<file path="src/source/board_pkg.sv">
// ~~~~~~~~~~~~~~~~~~~~~~~~~~~~~~~~~~~~~~~~~~~~~~~~~~
// Shared constants for the board controller target.
// Address width and byte count size are fixed here because
// the address union is built from them.
// ~~~~~~~~~~~~~~~~~~~~~~~~~~~~~~~~~~~~~~~~~~~~~~~~~~
package board_pkg;

   // host bus geometry
   localparam int usb_addr_width = 20;
   localparam int bytecnt_size   = 7;                               // low bits count bytes
   localparam int reg_addr_width = usb_addr_width - bytecnt_size;   // 13 bits

   // one bus address word, seen either raw or as register address over byte count
   typedef struct packed {
      logic [reg_addr_width-1:0] reg_addr;
      logic [bytecnt_size-1:0]   bytecnt;
   } usb_addr_fields_t;

   typedef union packed {
      logic [usb_addr_width-1:0] raw;
      usb_addr_fields_t          fields;
   } usb_addr_u;

   // register map
   localparam logic [reg_addr_width-1:0] reg_ident    = 13'd0;  // read only
   localparam logic [reg_addr_width-1:0] reg_leds     = 13'd1;
   localparam logic [reg_addr_width-1:0] reg_control  = 13'd2;
   localparam logic [reg_addr_width-1:0] reg_sram_top = 13'd3;
   localparam logic [reg_addr_width-1:0] reg_status   = 13'd4;  // read only
   localparam logic [reg_addr_width-1:0] reg_dip      = 13'd5;  // read only

   localparam logic [7:0] ident_value = 8'h2E;

   // control register bits
   localparam int ctrl_heartbeat_bit = 0;
   localparam int ctrl_sram_en_bit   = 1;

   // SRAM test data is the low address byte xor this key
   localparam logic [7:0] sram_pattern_key = 8'h5A;

endpackage

</file>
<file path="src/source/usb_reg_frontend.sv">
// ~~~~~~~~~~~~~~~~~~~~~~~~~~~~~~~~~~~~~~~~~~~~~~~~~~
// Host bus front end. All bus inputs are sampled once, so
// strobes must stay low for at least 3 clock cycles.
// Read data comes already registered from the register file.
// ~~~~~~~~~~~~~~~~~~~~~~~~~~~~~~~~~~~~~~~~~~~~~~~~~~
`timescale 1ns/1ps

module usb_reg_frontend (
   input  logic                                usb_clk_buf,
   input  logic                                reset,
   input  logic [7:0]                          usb_data_i,
   input  board_pkg::usb_addr_u                usb_addr_i,
   input  logic                                usb_rd_n_i,
   input  logic                                usb_wr_n_i,
   input  logic                                usb_ce_n_i,
   input  logic [7:0]                          reg_rdata_i,
   output logic [7:0]                          usb_data_o,
   output logic                                usb_data_oe_o,
   output logic [board_pkg::reg_addr_width-1:0] reg_address_o,
   output logic [board_pkg::bytecnt_size-1:0]   reg_bytecnt_o,
   output logic [7:0]                          reg_wdata_o,
   output logic                                reg_write_o,
   output logic                                reg_read_o
);
   import board_pkg::*;

   usb_addr_u  addr_q;      // sampled bus address
   logic [7:0] data_q;      // sampled write data
   logic       rd_n_q;
   logic       wr_n_q;
   logic       ce_n_q;
   logic       rd_n_qq;     // previous sample, for edge detect
   logic       wr_n_qq;

   // payload sampling
   always_ff @(posedge usb_clk_buf) begin
      addr_q.raw <= usb_addr_i.raw;
      data_q     <= usb_data_i;
   end

   always_ff @(posedge usb_clk_buf) begin
      if (reset) begin
         rd_n_q        <= 1'b1;
         wr_n_q        <= 1'b1;
         ce_n_q        <= 1'b1;
         rd_n_qq       <= 1'b1;
         wr_n_qq       <= 1'b1;
         reg_write_o   <= 1'b0;
         reg_read_o    <= 1'b0;
         usb_data_oe_o <= 1'b0;
      end else begin
         rd_n_q        <= usb_rd_n_i;
         wr_n_q        <= usb_wr_n_i;
         ce_n_q        <= usb_ce_n_i;
         rd_n_qq       <= rd_n_q;
         wr_n_qq       <= wr_n_q;
         reg_write_o   <= wr_n_qq & ~wr_n_q & ~ce_n_q;   // falling wr_n
         reg_read_o    <= rd_n_qq & ~rd_n_q & ~ce_n_q;   // falling rd_n
         usb_data_oe_o <= ~rd_n_q & ~ce_n_q;             // drive while read held
      end
   end

   // split the sampled word through the field view
   assign reg_address_o = addr_q.fields.reg_addr;
   assign reg_bytecnt_o = addr_q.fields.bytecnt;
   assign reg_wdata_o   = data_q;
   assign usb_data_o    = reg_rdata_i;   // captured on reg_read in the register file

endmodule

</file>
<file path="src/source/board_regs.sv">
// ~~~~~~~~~~~~~~~~~~~~~~~~~~~~~~~~~~~~~~~~~~~~~~~~~~
// Control and status registers, one byte each.
// Only byte count zero is decoded; other offsets read 0
// and drop writes. Ident, status and DIP are read only.
// ~~~~~~~~~~~~~~~~~~~~~~~~~~~~~~~~~~~~~~~~~~~~~~~~~~
`timescale 1ns/1ps

module board_regs (
   input  logic                                usb_clk_buf,
   input  logic                                reset,
   input  logic [board_pkg::reg_addr_width-1:0] reg_address_i,
   input  logic [board_pkg::bytecnt_size-1:0]   reg_bytecnt_i,
   input  logic [7:0]                          reg_wdata_i,
   input  logic                                reg_write_i,
   input  logic                                reg_read_i,
   input  logic [7:0]                          usr_dip_i,
   input  logic                                sram_pass_i,
   input  logic                                sram_fail_i,
   output logic [7:0]                          reg_rdata_o,
   output logic [7:0]                          led_value_o,
   output logic                                heartbeat_sel_o,
   output logic                                sram_en_o,
   output logic [7:0]                          sram_top_o
);
   import board_pkg::*;

   logic [7:0] leds_q;
   logic [7:0] control_q;
   logic [7:0] sram_top_q;
   logic [7:0] status;
   logic [7:0] read_mux;
   logic       byte0;          // access targets byte 0

   assign byte0  = (reg_bytecnt_i == '0);
   assign status = {6'b0, sram_fail_i, sram_pass_i};

   // write decode
   always_ff @(posedge usb_clk_buf) begin
      if (reset) begin
         leds_q     <= 8'h00;
         control_q  <= 8'h00;
         sram_top_q <= 8'h00;
      end else if (reg_write_i && byte0) begin
         case (reg_address_i)
            reg_leds:     leds_q     <= reg_wdata_i;
            reg_control:  control_q  <= reg_wdata_i;
            reg_sram_top: sram_top_q <= reg_wdata_i;
            default:      ;                             // read only or unmapped
         endcase
      end
   end

   // read mux
   always_comb begin
      case (reg_address_i)
         reg_ident:    read_mux = ident_value;
         reg_leds:     read_mux = leds_q;
         reg_control:  read_mux = control_q;
         reg_sram_top: read_mux = sram_top_q;
         reg_status:   read_mux = status;
         reg_dip:      read_mux = usr_dip_i;
         default:      read_mux = 8'h00;
      endcase
   end

   // read data held until the next read
   always_ff @(posedge usb_clk_buf) begin
      if (reset) begin
         reg_rdata_o <= 8'h00;
      end else if (reg_read_i) begin
         reg_rdata_o <= byte0 ? read_mux : 8'h00;
      end
   end

   assign led_value_o     = leds_q;
   assign heartbeat_sel_o = control_q[ctrl_heartbeat_bit];
   assign sram_en_o       = control_q[ctrl_sram_en_bit];
   assign sram_top_o      = sram_top_q;

endmodule

</file>
<file path="src/source/sram_rwtest.sv">
// ~~~~~~~~~~~~~~~~~~~~~~~~~~~~~~~~~~~~~~~~~~~~~~~~~~
// Write/read self-test for an 8-bit asynchronous SRAM.
// One access per clock, so the SRAM must settle in a cycle.
// sram_addr_width must be at least 8.
// ~~~~~~~~~~~~~~~~~~~~~~~~~~~~~~~~~~~~~~~~~~~~~~~~~~
`timescale 1ns/1ps

module sram_rwtest #(
   parameter int sram_addr_width = 20
) (
   input  logic                       usb_clk_buf,
   input  logic                       reset,
   input  logic                       sram_en_i,
   input  logic [7:0]                 sram_top_i,
   input  logic [7:0]                 sram_dq_i,
   output logic                       sram_pass_o,
   output logic                       sram_fail_o,
   output logic [sram_addr_width-1:0] sram_addr_o,
   output logic [7:0]                 sram_dq_o,
   output logic                       sram_dq_oe_o,
   output logic                       sram_we_n_o,
   output logic                       sram_oe_n_o,
   output logic                       sram_ce_n_o,
   output logic                       sram_ce2_o
);
   import board_pkg::*;

   typedef enum logic [2:0] {
      st_idle,
      st_write,
      st_read,
      st_pass,
      st_fail
   } state_t;

   state_t                     state;
   logic                       en_q;        // for start edge
   logic [sram_addr_width-1:0] addr_q;
   logic [sram_addr_width-1:0] end_addr;
   logic [7:0]                 expected;

   assign end_addr = {sram_top_i, {(sram_addr_width-8){1'b1}}};
   assign expected = addr_q[7:0] ^ sram_pattern_key;

   always_ff @(posedge usb_clk_buf) begin
      if (reset) begin
         state  <= st_idle;
         en_q   <= 1'b0;
         addr_q <= '0;
      end else begin
         en_q <= sram_en_i;
         if (!sram_en_i) begin
            state  <= st_idle;                       // result cleared with enable
            addr_q <= '0;
         end else begin
            case (state)
               st_idle: begin
                  addr_q <= '0;
                  if (!en_q) state <= st_write;        // rising enable
               end
               st_write: begin
                  if (addr_q == end_addr) begin
                     addr_q <= '0;
                     state  <= st_read;
                  end else begin
                     addr_q <= addr_q + 1'b1;
                  end
               end
               st_read: begin
                  if (sram_dq_i != expected) state <= st_fail;   // stop at first miss
                  else if (addr_q == end_addr) state <= st_pass;
                  else addr_q <= addr_q + 1'b1;
               end
               default: ;                                          // hold result
            endcase
         end
      end
   end

   // SRAM strobes follow the state
   assign sram_addr_o  = addr_q;
   assign sram_dq_o    = expected;
   assign sram_dq_oe_o = (state == st_write);
   assign sram_we_n_o  = ~(state == st_write);
   assign sram_oe_n_o  = ~(state == st_read);
   assign sram_ce_n_o  = ~((state == st_write) || (state == st_read));
   assign sram_ce2_o   = (state == st_write) || (state == st_read);
   assign sram_pass_o  = (state == st_pass);
   assign sram_fail_o  = (state == st_fail);

endmodule

</file>
<file path="src/source/led_driver.sv">
// ~~~~~~~~~~~~~~~~~~~~~~~~~~~~~~~~~~~~~~~~~~~~~~~~~~
// LED output: heartbeat on LED 0 or the LED register.
// Heartbeat period is 2^heartbeat_bits clock cycles.
// ~~~~~~~~~~~~~~~~~~~~~~~~~~~~~~~~~~~~~~~~~~~~~~~~~~
`timescale 1ns/1ps

module led_driver #(
   parameter int heartbeat_bits = 25
) (
   input  logic       usb_clk_buf,
   input  logic       reset,
   input  logic       heartbeat_sel_i,
   input  logic [7:0] led_value_i,
   output logic [7:0] usr_led_o
);

   logic [heartbeat_bits-1:0] heartbeat_q;   // free running

   always_ff @(posedge usb_clk_buf) begin
      if (reset) begin
         heartbeat_q <= '0;
      end else begin
         heartbeat_q <= heartbeat_q + 1'b1;
      end
   end

   // top counter bit blinks LED 0
   assign usr_led_o = heartbeat_sel_i ? {7'b0, heartbeat_q[heartbeat_bits-1]}
                                      : led_value_i;

endmodule

</file>
<file path="src/source/board_top.sv">
// ~~~~~~~~~~~~~~~~~~~~~~~~~~~~~~~~~~~~~~~~~~~~~~~~~~
// Board controller target, single clock usb_clk_buf.
// Bidirectional pins are split into in, out and enable;
// the tristate buffers belong in the pad wrapper.
// ~~~~~~~~~~~~~~~~~~~~~~~~~~~~~~~~~~~~~~~~~~~~~~~~~~
`timescale 1ns/1ps

module board_top #(
   parameter int heartbeat_bits  = 25,
   parameter int sram_addr_width = 20
) (
   input  logic                                usb_clk_buf,
   input  logic                                reset,
   // host bus
   input  logic [7:0]                          usb_data_i,
   input  logic [board_pkg::usb_addr_width-1:0] usb_addr_i,
   input  logic                                usb_rd_n_i,
   input  logic                                usb_wr_n_i,
   input  logic                                usb_ce_n_i,
   output logic [7:0]                          usb_data_o,
   output logic                                usb_data_oe_o,
   // user I/O
   input  logic [7:0]                          usr_dip_i,
   output logic [7:0]                          usr_led_o,
   // SRAM
   output logic [sram_addr_width-1:0]          sram_addr_o,
   input  logic [7:0]                          sram_dq_i,
   output logic [7:0]                          sram_dq_o,
   output logic                                sram_dq_oe_o,
   output logic                                sram_we_n_o,
   output logic                                sram_oe_n_o,
   output logic                                sram_ce_n_o,
   output logic                                sram_ce2_o
);
   import board_pkg::*;

   logic [reg_addr_width-1:0] reg_address;
   logic [bytecnt_size-1:0]   reg_bytecnt;
   logic [7:0]                reg_wdata;
   logic [7:0]                reg_rdata;
   logic                      reg_write;
   logic                      reg_read;
   logic [7:0]                led_value;
   logic                      heartbeat_sel;
   logic                      sram_en;
   logic [7:0]                sram_top;
   logic                      sram_pass;
   logic                      sram_fail;

   // input side
   usb_reg_frontend usb_reg_frontend_i (
      .usb_clk_buf   (usb_clk_buf),
      .reset         (reset),
      .usb_data_i    (usb_data_i),
      .usb_addr_i    (usb_addr_i),      // raw word into the address union
      .usb_rd_n_i    (usb_rd_n_i),
      .usb_wr_n_i    (usb_wr_n_i),
      .usb_ce_n_i    (usb_ce_n_i),
      .reg_rdata_i   (reg_rdata),
      .usb_data_o    (usb_data_o),
      .usb_data_oe_o (usb_data_oe_o),
      .reg_address_o (reg_address),
      .reg_bytecnt_o (reg_bytecnt),
      .reg_wdata_o   (reg_wdata),
      .reg_write_o   (reg_write),
      .reg_read_o    (reg_read)
   );

   board_regs board_regs_i (
      .usb_clk_buf     (usb_clk_buf),
      .reset           (reset),
      .reg_address_i   (reg_address),
      .reg_bytecnt_i   (reg_bytecnt),
      .reg_wdata_i     (reg_wdata),
      .reg_write_i     (reg_write),
      .reg_read_i      (reg_read),
      .usr_dip_i       (usr_dip_i),
      .sram_pass_i     (sram_pass),
      .sram_fail_i     (sram_fail),
      .reg_rdata_o     (reg_rdata),
      .led_value_o     (led_value),
      .heartbeat_sel_o (heartbeat_sel),
      .sram_en_o       (sram_en),
      .sram_top_o      (sram_top)
   );

   sram_rwtest #(
      .sram_addr_width (sram_addr_width)
   ) sram_rwtest_i (
      .usb_clk_buf  (usb_clk_buf),
      .reset        (reset),
      .sram_en_i    (sram_en),
      .sram_top_i   (sram_top),
      .sram_dq_i    (sram_dq_i),
      .sram_pass_o  (sram_pass),
      .sram_fail_o  (sram_fail),
      .sram_addr_o  (sram_addr_o),
      .sram_dq_o    (sram_dq_o),
      .sram_dq_oe_o (sram_dq_oe_o),
      .sram_we_n_o  (sram_we_n_o),
      .sram_oe_n_o  (sram_oe_n_o),
      .sram_ce_n_o  (sram_ce_n_o),
      .sram_ce2_o   (sram_ce2_o)
   );

   // output side
   led_driver #(
      .heartbeat_bits (heartbeat_bits)
   ) led_driver_i (
      .usb_clk_buf     (usb_clk_buf),
      .reset           (reset),
      .heartbeat_sel_i (heartbeat_sel),
      .led_value_i     (led_value),
      .usr_led_o       (usr_led_o)
   );

endmodule

</file>
<file path="config.mk">
export PLATFORM = sky130hd
export DESIGN_NAME = board_top
export DESIGN_NICKNAME = d
export VERILOG_FILES = /design/src/source/board_pkg.sv /design/src/source/usb_reg_frontend.sv /design/src/source/board_regs.sv /design/src/source/sram_rwtest.sv /design/src/source/led_driver.sv /design/src/source/board_top.sv
export SDC_FILE = /design/constraint.sdc
export NUM_CORES = 1
export LEC_CHECK = 0
export BUFFER_PORTS_ARGS = -buffer_cell sky130_fd_sc_hd__clkbuf_2
export CORE_ASPECT_RATIO = 0.7
export CORE_MARGIN = 2
export CORE_UTILIZATION = 40
export CTS_CLUSTER_DIAMETER = 50
export DETAILED_ROUTE_END_ITERATION = 8
export HOLD_SLACK_MARGIN = 0.08
export SYNTH_ARGS = -nofsm -noshare
export SYNTH_HDL_FRONTEND = slang
export SYNTH_SLANG_ARGS = --single-unit
</file>
<file path="constraint.sdc">
create_clock -name usb_clk_buf -period 3 [get_ports usb_clk_buf]
set_clock_uncertainty 0.2 [all_clocks]
set_input_delay 0.45 -clock usb_clk_buf [delete_from_list [all_inputs] [get_ports usb_clk_buf]]
set_output_delay 0.45 -clock usb_clk_buf [all_outputs]
set_load 0.02 [all_outputs]
</file>
==> results.md <==
- The final-stage net count is 713.
- The wire length reported by the detailed router is 12000 um.
- The kind of end point of the critical path is a flop.
- Yosys printed 0 warnings.
- The total via count after detailed routing is 4170.
- The number of global-route vias before repair is 3837.
- The number of antenna diodes in the final layout is 0.
- Averaged over all synthesized cells, the footprint is 9.14 um2.
- The count of final max-slew check failures is 0.
- The clock slew seen by the registers of the worst setup and hold paths is 0.05 ns.
- Setup violations remaining at the end of the flow were counted as 0.
- Counting the fill cells in the layout gives 1082.
- The CTS H-tree depth is 4.
- The cell area after layout is 0.00636 mm2.
- The timing-limited maximum frequency is 371 MHz.
- The top metal layer carrying routed signals is met4.
- The startpoint class of the critical path is a flop.
- The count of hold-fix buffers inserted at cts is 31.
- The combined global-route utilization of all metal layers is 18.8%.
- The count of max-cap constraint violations is 0.
- The clock reaches the later pin of the worst-skew pair after 0.41 ns.
- The area added between synthesis and finish is 31.9%.
- The sequential share of power is 43.4%.
- The worst endpoint required time is 3.14 ns.
- The most common cell after layout, fill and taps aside is sky130_fd_sc_hd__dfxtp_1.
- The x dimension of the die is 135 um.
- The post-DP HPWL is 8490 um.
- TritonCTS built the clock tree.
- The synthesized cell area is 0.00482 mm2.
- The count of mapped cells out of synthesis is 528.
- The part of the Yosys area used for sequential elements is 48.5%.
- In this run the cell area measured after placement is 0.00547 mm2.
- Final hold analysis gives a worst-case slack of 0.227 ns.
- Setup repair after global routing left no endpoint under its margin.
- The tree is rooted in a sky130_fd_sc_hd__clkbuf_16.
- The initial utilization of the core area, before any placement, comes to 41.1%.
- The multi-input logic area is 0.00231 mm2.
- The post-detailed-route via-to-cell ratio is 5.01.
- In this run, post-CTS repair resized a total of 0 instances.
- The switching portion of total power is 21.1%.
- Per report_power, the clock group accounts for 53.5% of the total.
- The first detailed-routing pass ran for 4 iterations.
- The final weighted congestion in routability-driven placement is 0.829.
- The first global-routing pass estimated 18900 um of wire.
- After synthesis, the netlist uses 48 different library cells.
- The internal power of the cells totals 2.91 mW.
- The initial antenna violation count is 0.
- The core region is 0.0117 mm2.
- The number of nets with antenna violations after detailed routing is 0.
- When the netlist entered floorplanning its net count stood at 579.
- The worst setup path is of the flop to flop kind.
- The smallest clock period supported by the final layout is computed as 2.70 ns.
- The number of top-level design ports is 99.
- The number of setup buffers added after CTS is 0.
- At the worst endpoint, the arrival time is 2.84 ns.
- The run finished with clean final reports.
- The detailed router finished its first iteration with 175 violations.
- The largest buffer count on any clock path is 2.
- In the layout the commonest cells are sky130_fd_sc_hd__dfxtp_1, sky130_fd_sc_hd__clkbuf_2, sky130_fd_sc_hd__nor2_1, sky130_fd_sc_hd__nand2_1.
- Combinational logic is responsible for 3.1% of the overall power.
- The synthesized design contains 117 register bits.
- Input and output buffers added on the ports amount to 98.
- The total length of routed met2 wires is 5340 um.
- Of the cells placed in the final design, the portion with a size suffix greater than 1 is 22.7%.
- The area of the die is 0.0130 mm2.
- In the routed design, unresolved DRC markers number 0.
- Registers take 0.00234 mm2.
- In this run the power spent charging and discharging nets is 781 uW.
- After synthesis, the share of flip-flops with an asynchronous set or reset is 0%.
- The prevailing post-synth register cell is sky130_fd_sc_hd__dfxtp_1.
- Buffers inserted during clock tree synthesis total 17.
- The sum of met3 wire segment lengths after detailed routing is 603 um.
- In the final routing, the length of wire on met1 measures 6000 um.
- The largest voltage drop on the vdd net is 0.000434 V.
- After detailed routing, the average wire length per cell comes to 14.5 um.
- The setup total negative slack is 0 ns.
- The TritonCTS sink count is 117.
- Of the available clock period, the critical path in the final layout requires 89.9%.
- The global-route congestion overflow total is 0.
- The maximum fanout encountered on the critical timing path is 10.
- For this design the ratio of total power to cell area is 580 mW/mm2.
- The worst pin sits at a relative slew slack of 29.5%.
- At the pin with the least slew margin, the transition time is 1.05 ns.
- The total number of placement rows is 33.
- Counting flops with a built-in enable in the synthesized netlist gives 0.
- The class of the most critical hold timing path is flop to flop.
- In this run the static leakage power is 2.54 nW.
- In this run the vertical extent of the chip is 95.9 um.
- The maximum number of pins on one net before global-route repair is 64.
- The final count of hold timing violations is 0.
==> critical path: stages, from the launching register on <==
cell and delay [ns]:
sky130_fd_sc_hd__dfxtp_1 0.49, sky130_fd_sc_hd__xor2_1 0.15, sky130_fd_sc_hd__nor4_2 0.37, sky130_fd_sc_hd__a31oi_1 0.15, sky130_fd_sc_hd__nor4_1 0.88, sky130_fd_sc_hd__and3_1 0.28, sky130_fd_sc_hd__a221o_1 0.12
==> state kept, by name (all words and copies together) (netlist names) <==
signal,count
led_driver_i.heartbeat_q,25
sram_rwtest_i.sram_addr_o,20
usb_reg_frontend_i.addr_q,20
board_regs_i.control_q,8
board_regs_i.led_value_o,8
board_regs_i.reg_rdata_o,8
board_regs_i.sram_top_o,8
usb_reg_frontend_i.reg_wdata_o,8
sram_rwtest_i.state,3
sram_rwtest_i.en_q,1
usb_reg_frontend_i.ce_n_q,1
usb_reg_frontend_i.rd_n_q,1
usb_reg_frontend_i.rd_n_qq,1
usb_reg_frontend_i.reg_read_o,1
usb_reg_frontend_i.reg_write_o,1
usb_reg_frontend_i.usb_data_oe_o,1
usb_reg_frontend_i.wr_n_q,1
usb_reg_frontend_i.wr_n_qq,1
==> cell type report <==
class / count / share of cell area, %
Clock buffer: 20 / 7.18
Clock inverter: 12 / 2.01
Inverter: 17 / 1.00
Multi-Input combinational cell: 371 / 36.3
Sequential cell: 117 / 36.8
Tap cell: 157 / 3.09
Timing Repair Buffer: 138 / 13.6
==> power groups by stage <==
stage	Sequential (mW)	Clock (mW)	Combinational (mW)
2_1_floorplan	1.63	0	0.0461
3_3_place_gp	1.63	0	0.0800
3_5_place_dp	1.64	0	0.0826
4_1_cts	1.60	2.01	0.115
5_1_grt	1.61	2.08	0.126
6_report	1.60	1.98	0.115
==> path summary, 6_finish.rpt <==
check	from	end	slack, ns	cells past startpoint
hold reg to reg	usb_reg_frontend_i.wr_n_q	usb_reg_frontend_i.wr_n_qq	0.23	1
setup reg to reg	sram_rwtest_i.sram_addr_o[7]	sram_rwtest_i.sram_addr_o[15]	0.30	6
hold / removal	usb_reg_frontend_i.wr_n_q	usb_reg_frontend_i.wr_n_qq	0.23	1
setup / recovery	sram_rwtest_i.sram_addr_o[7]	sram_rwtest_i.sram_addr_o[15]	0.30	6
==> kinds of logic (layout without fill, tap and decap cells) <==
family          Yosys count  count (layout)  share of synthesized area (%)
xor+xnor                 37              37                           6.72
fa+ha+maj                 2               2                          0.519
mux                      28              28                           5.86
simple gates            220             220                           23.5
buf+inv                  40             187                           3.60
compound gates           84              84                           11.3
flops                   117             117                           48.5
==> cells in the mapped netlist, drive strengths merged (8+ instances only) <==
library cell / number / share of area (%)
nor2b: 15 / 1.9
xor2: 18 / 3.3
mux2i: 26 / 5.4
nand2: 45 / 3.6
dfxtp: 117 / 49
xnor2: 19 / 3.4
inv: 17 / 1.3
or3: 10 / 1.3
clkbuf: 16 / 1.2
nor3: 8 / 1.1
a21oi: 31 / 3.2
nand3: 21 / 2.2
o21ai: 17 / 1.8
nor2: 64 / 5.0
and3: 8 / 1.0
nand4: 12 / 1.6
==> metrics by stage <==
stage	setup WS, ns	power, mW	std cells	utilization [%]
2_1_floorplan	0.526	1.67	528	-
3_3_place_gp	0.298	1.71	769	46.6
3_5_place_dp	0.255	1.72	769	46.6
4_1_cts	0.298	3.73	832	54.3
5_1_grt	0.143	3.81	832	54.3
6_report	0.303	3.69	832	54.3
==> layer usage <==
metal,up-vias,global-route usage [%]
li1,2124,-
met1,1954,26.2
met2,85,28.3
met3,7,4.58
met4,0,7.12
met5,-,0
No activity file was read; power rests on OpenSTA's default activity.
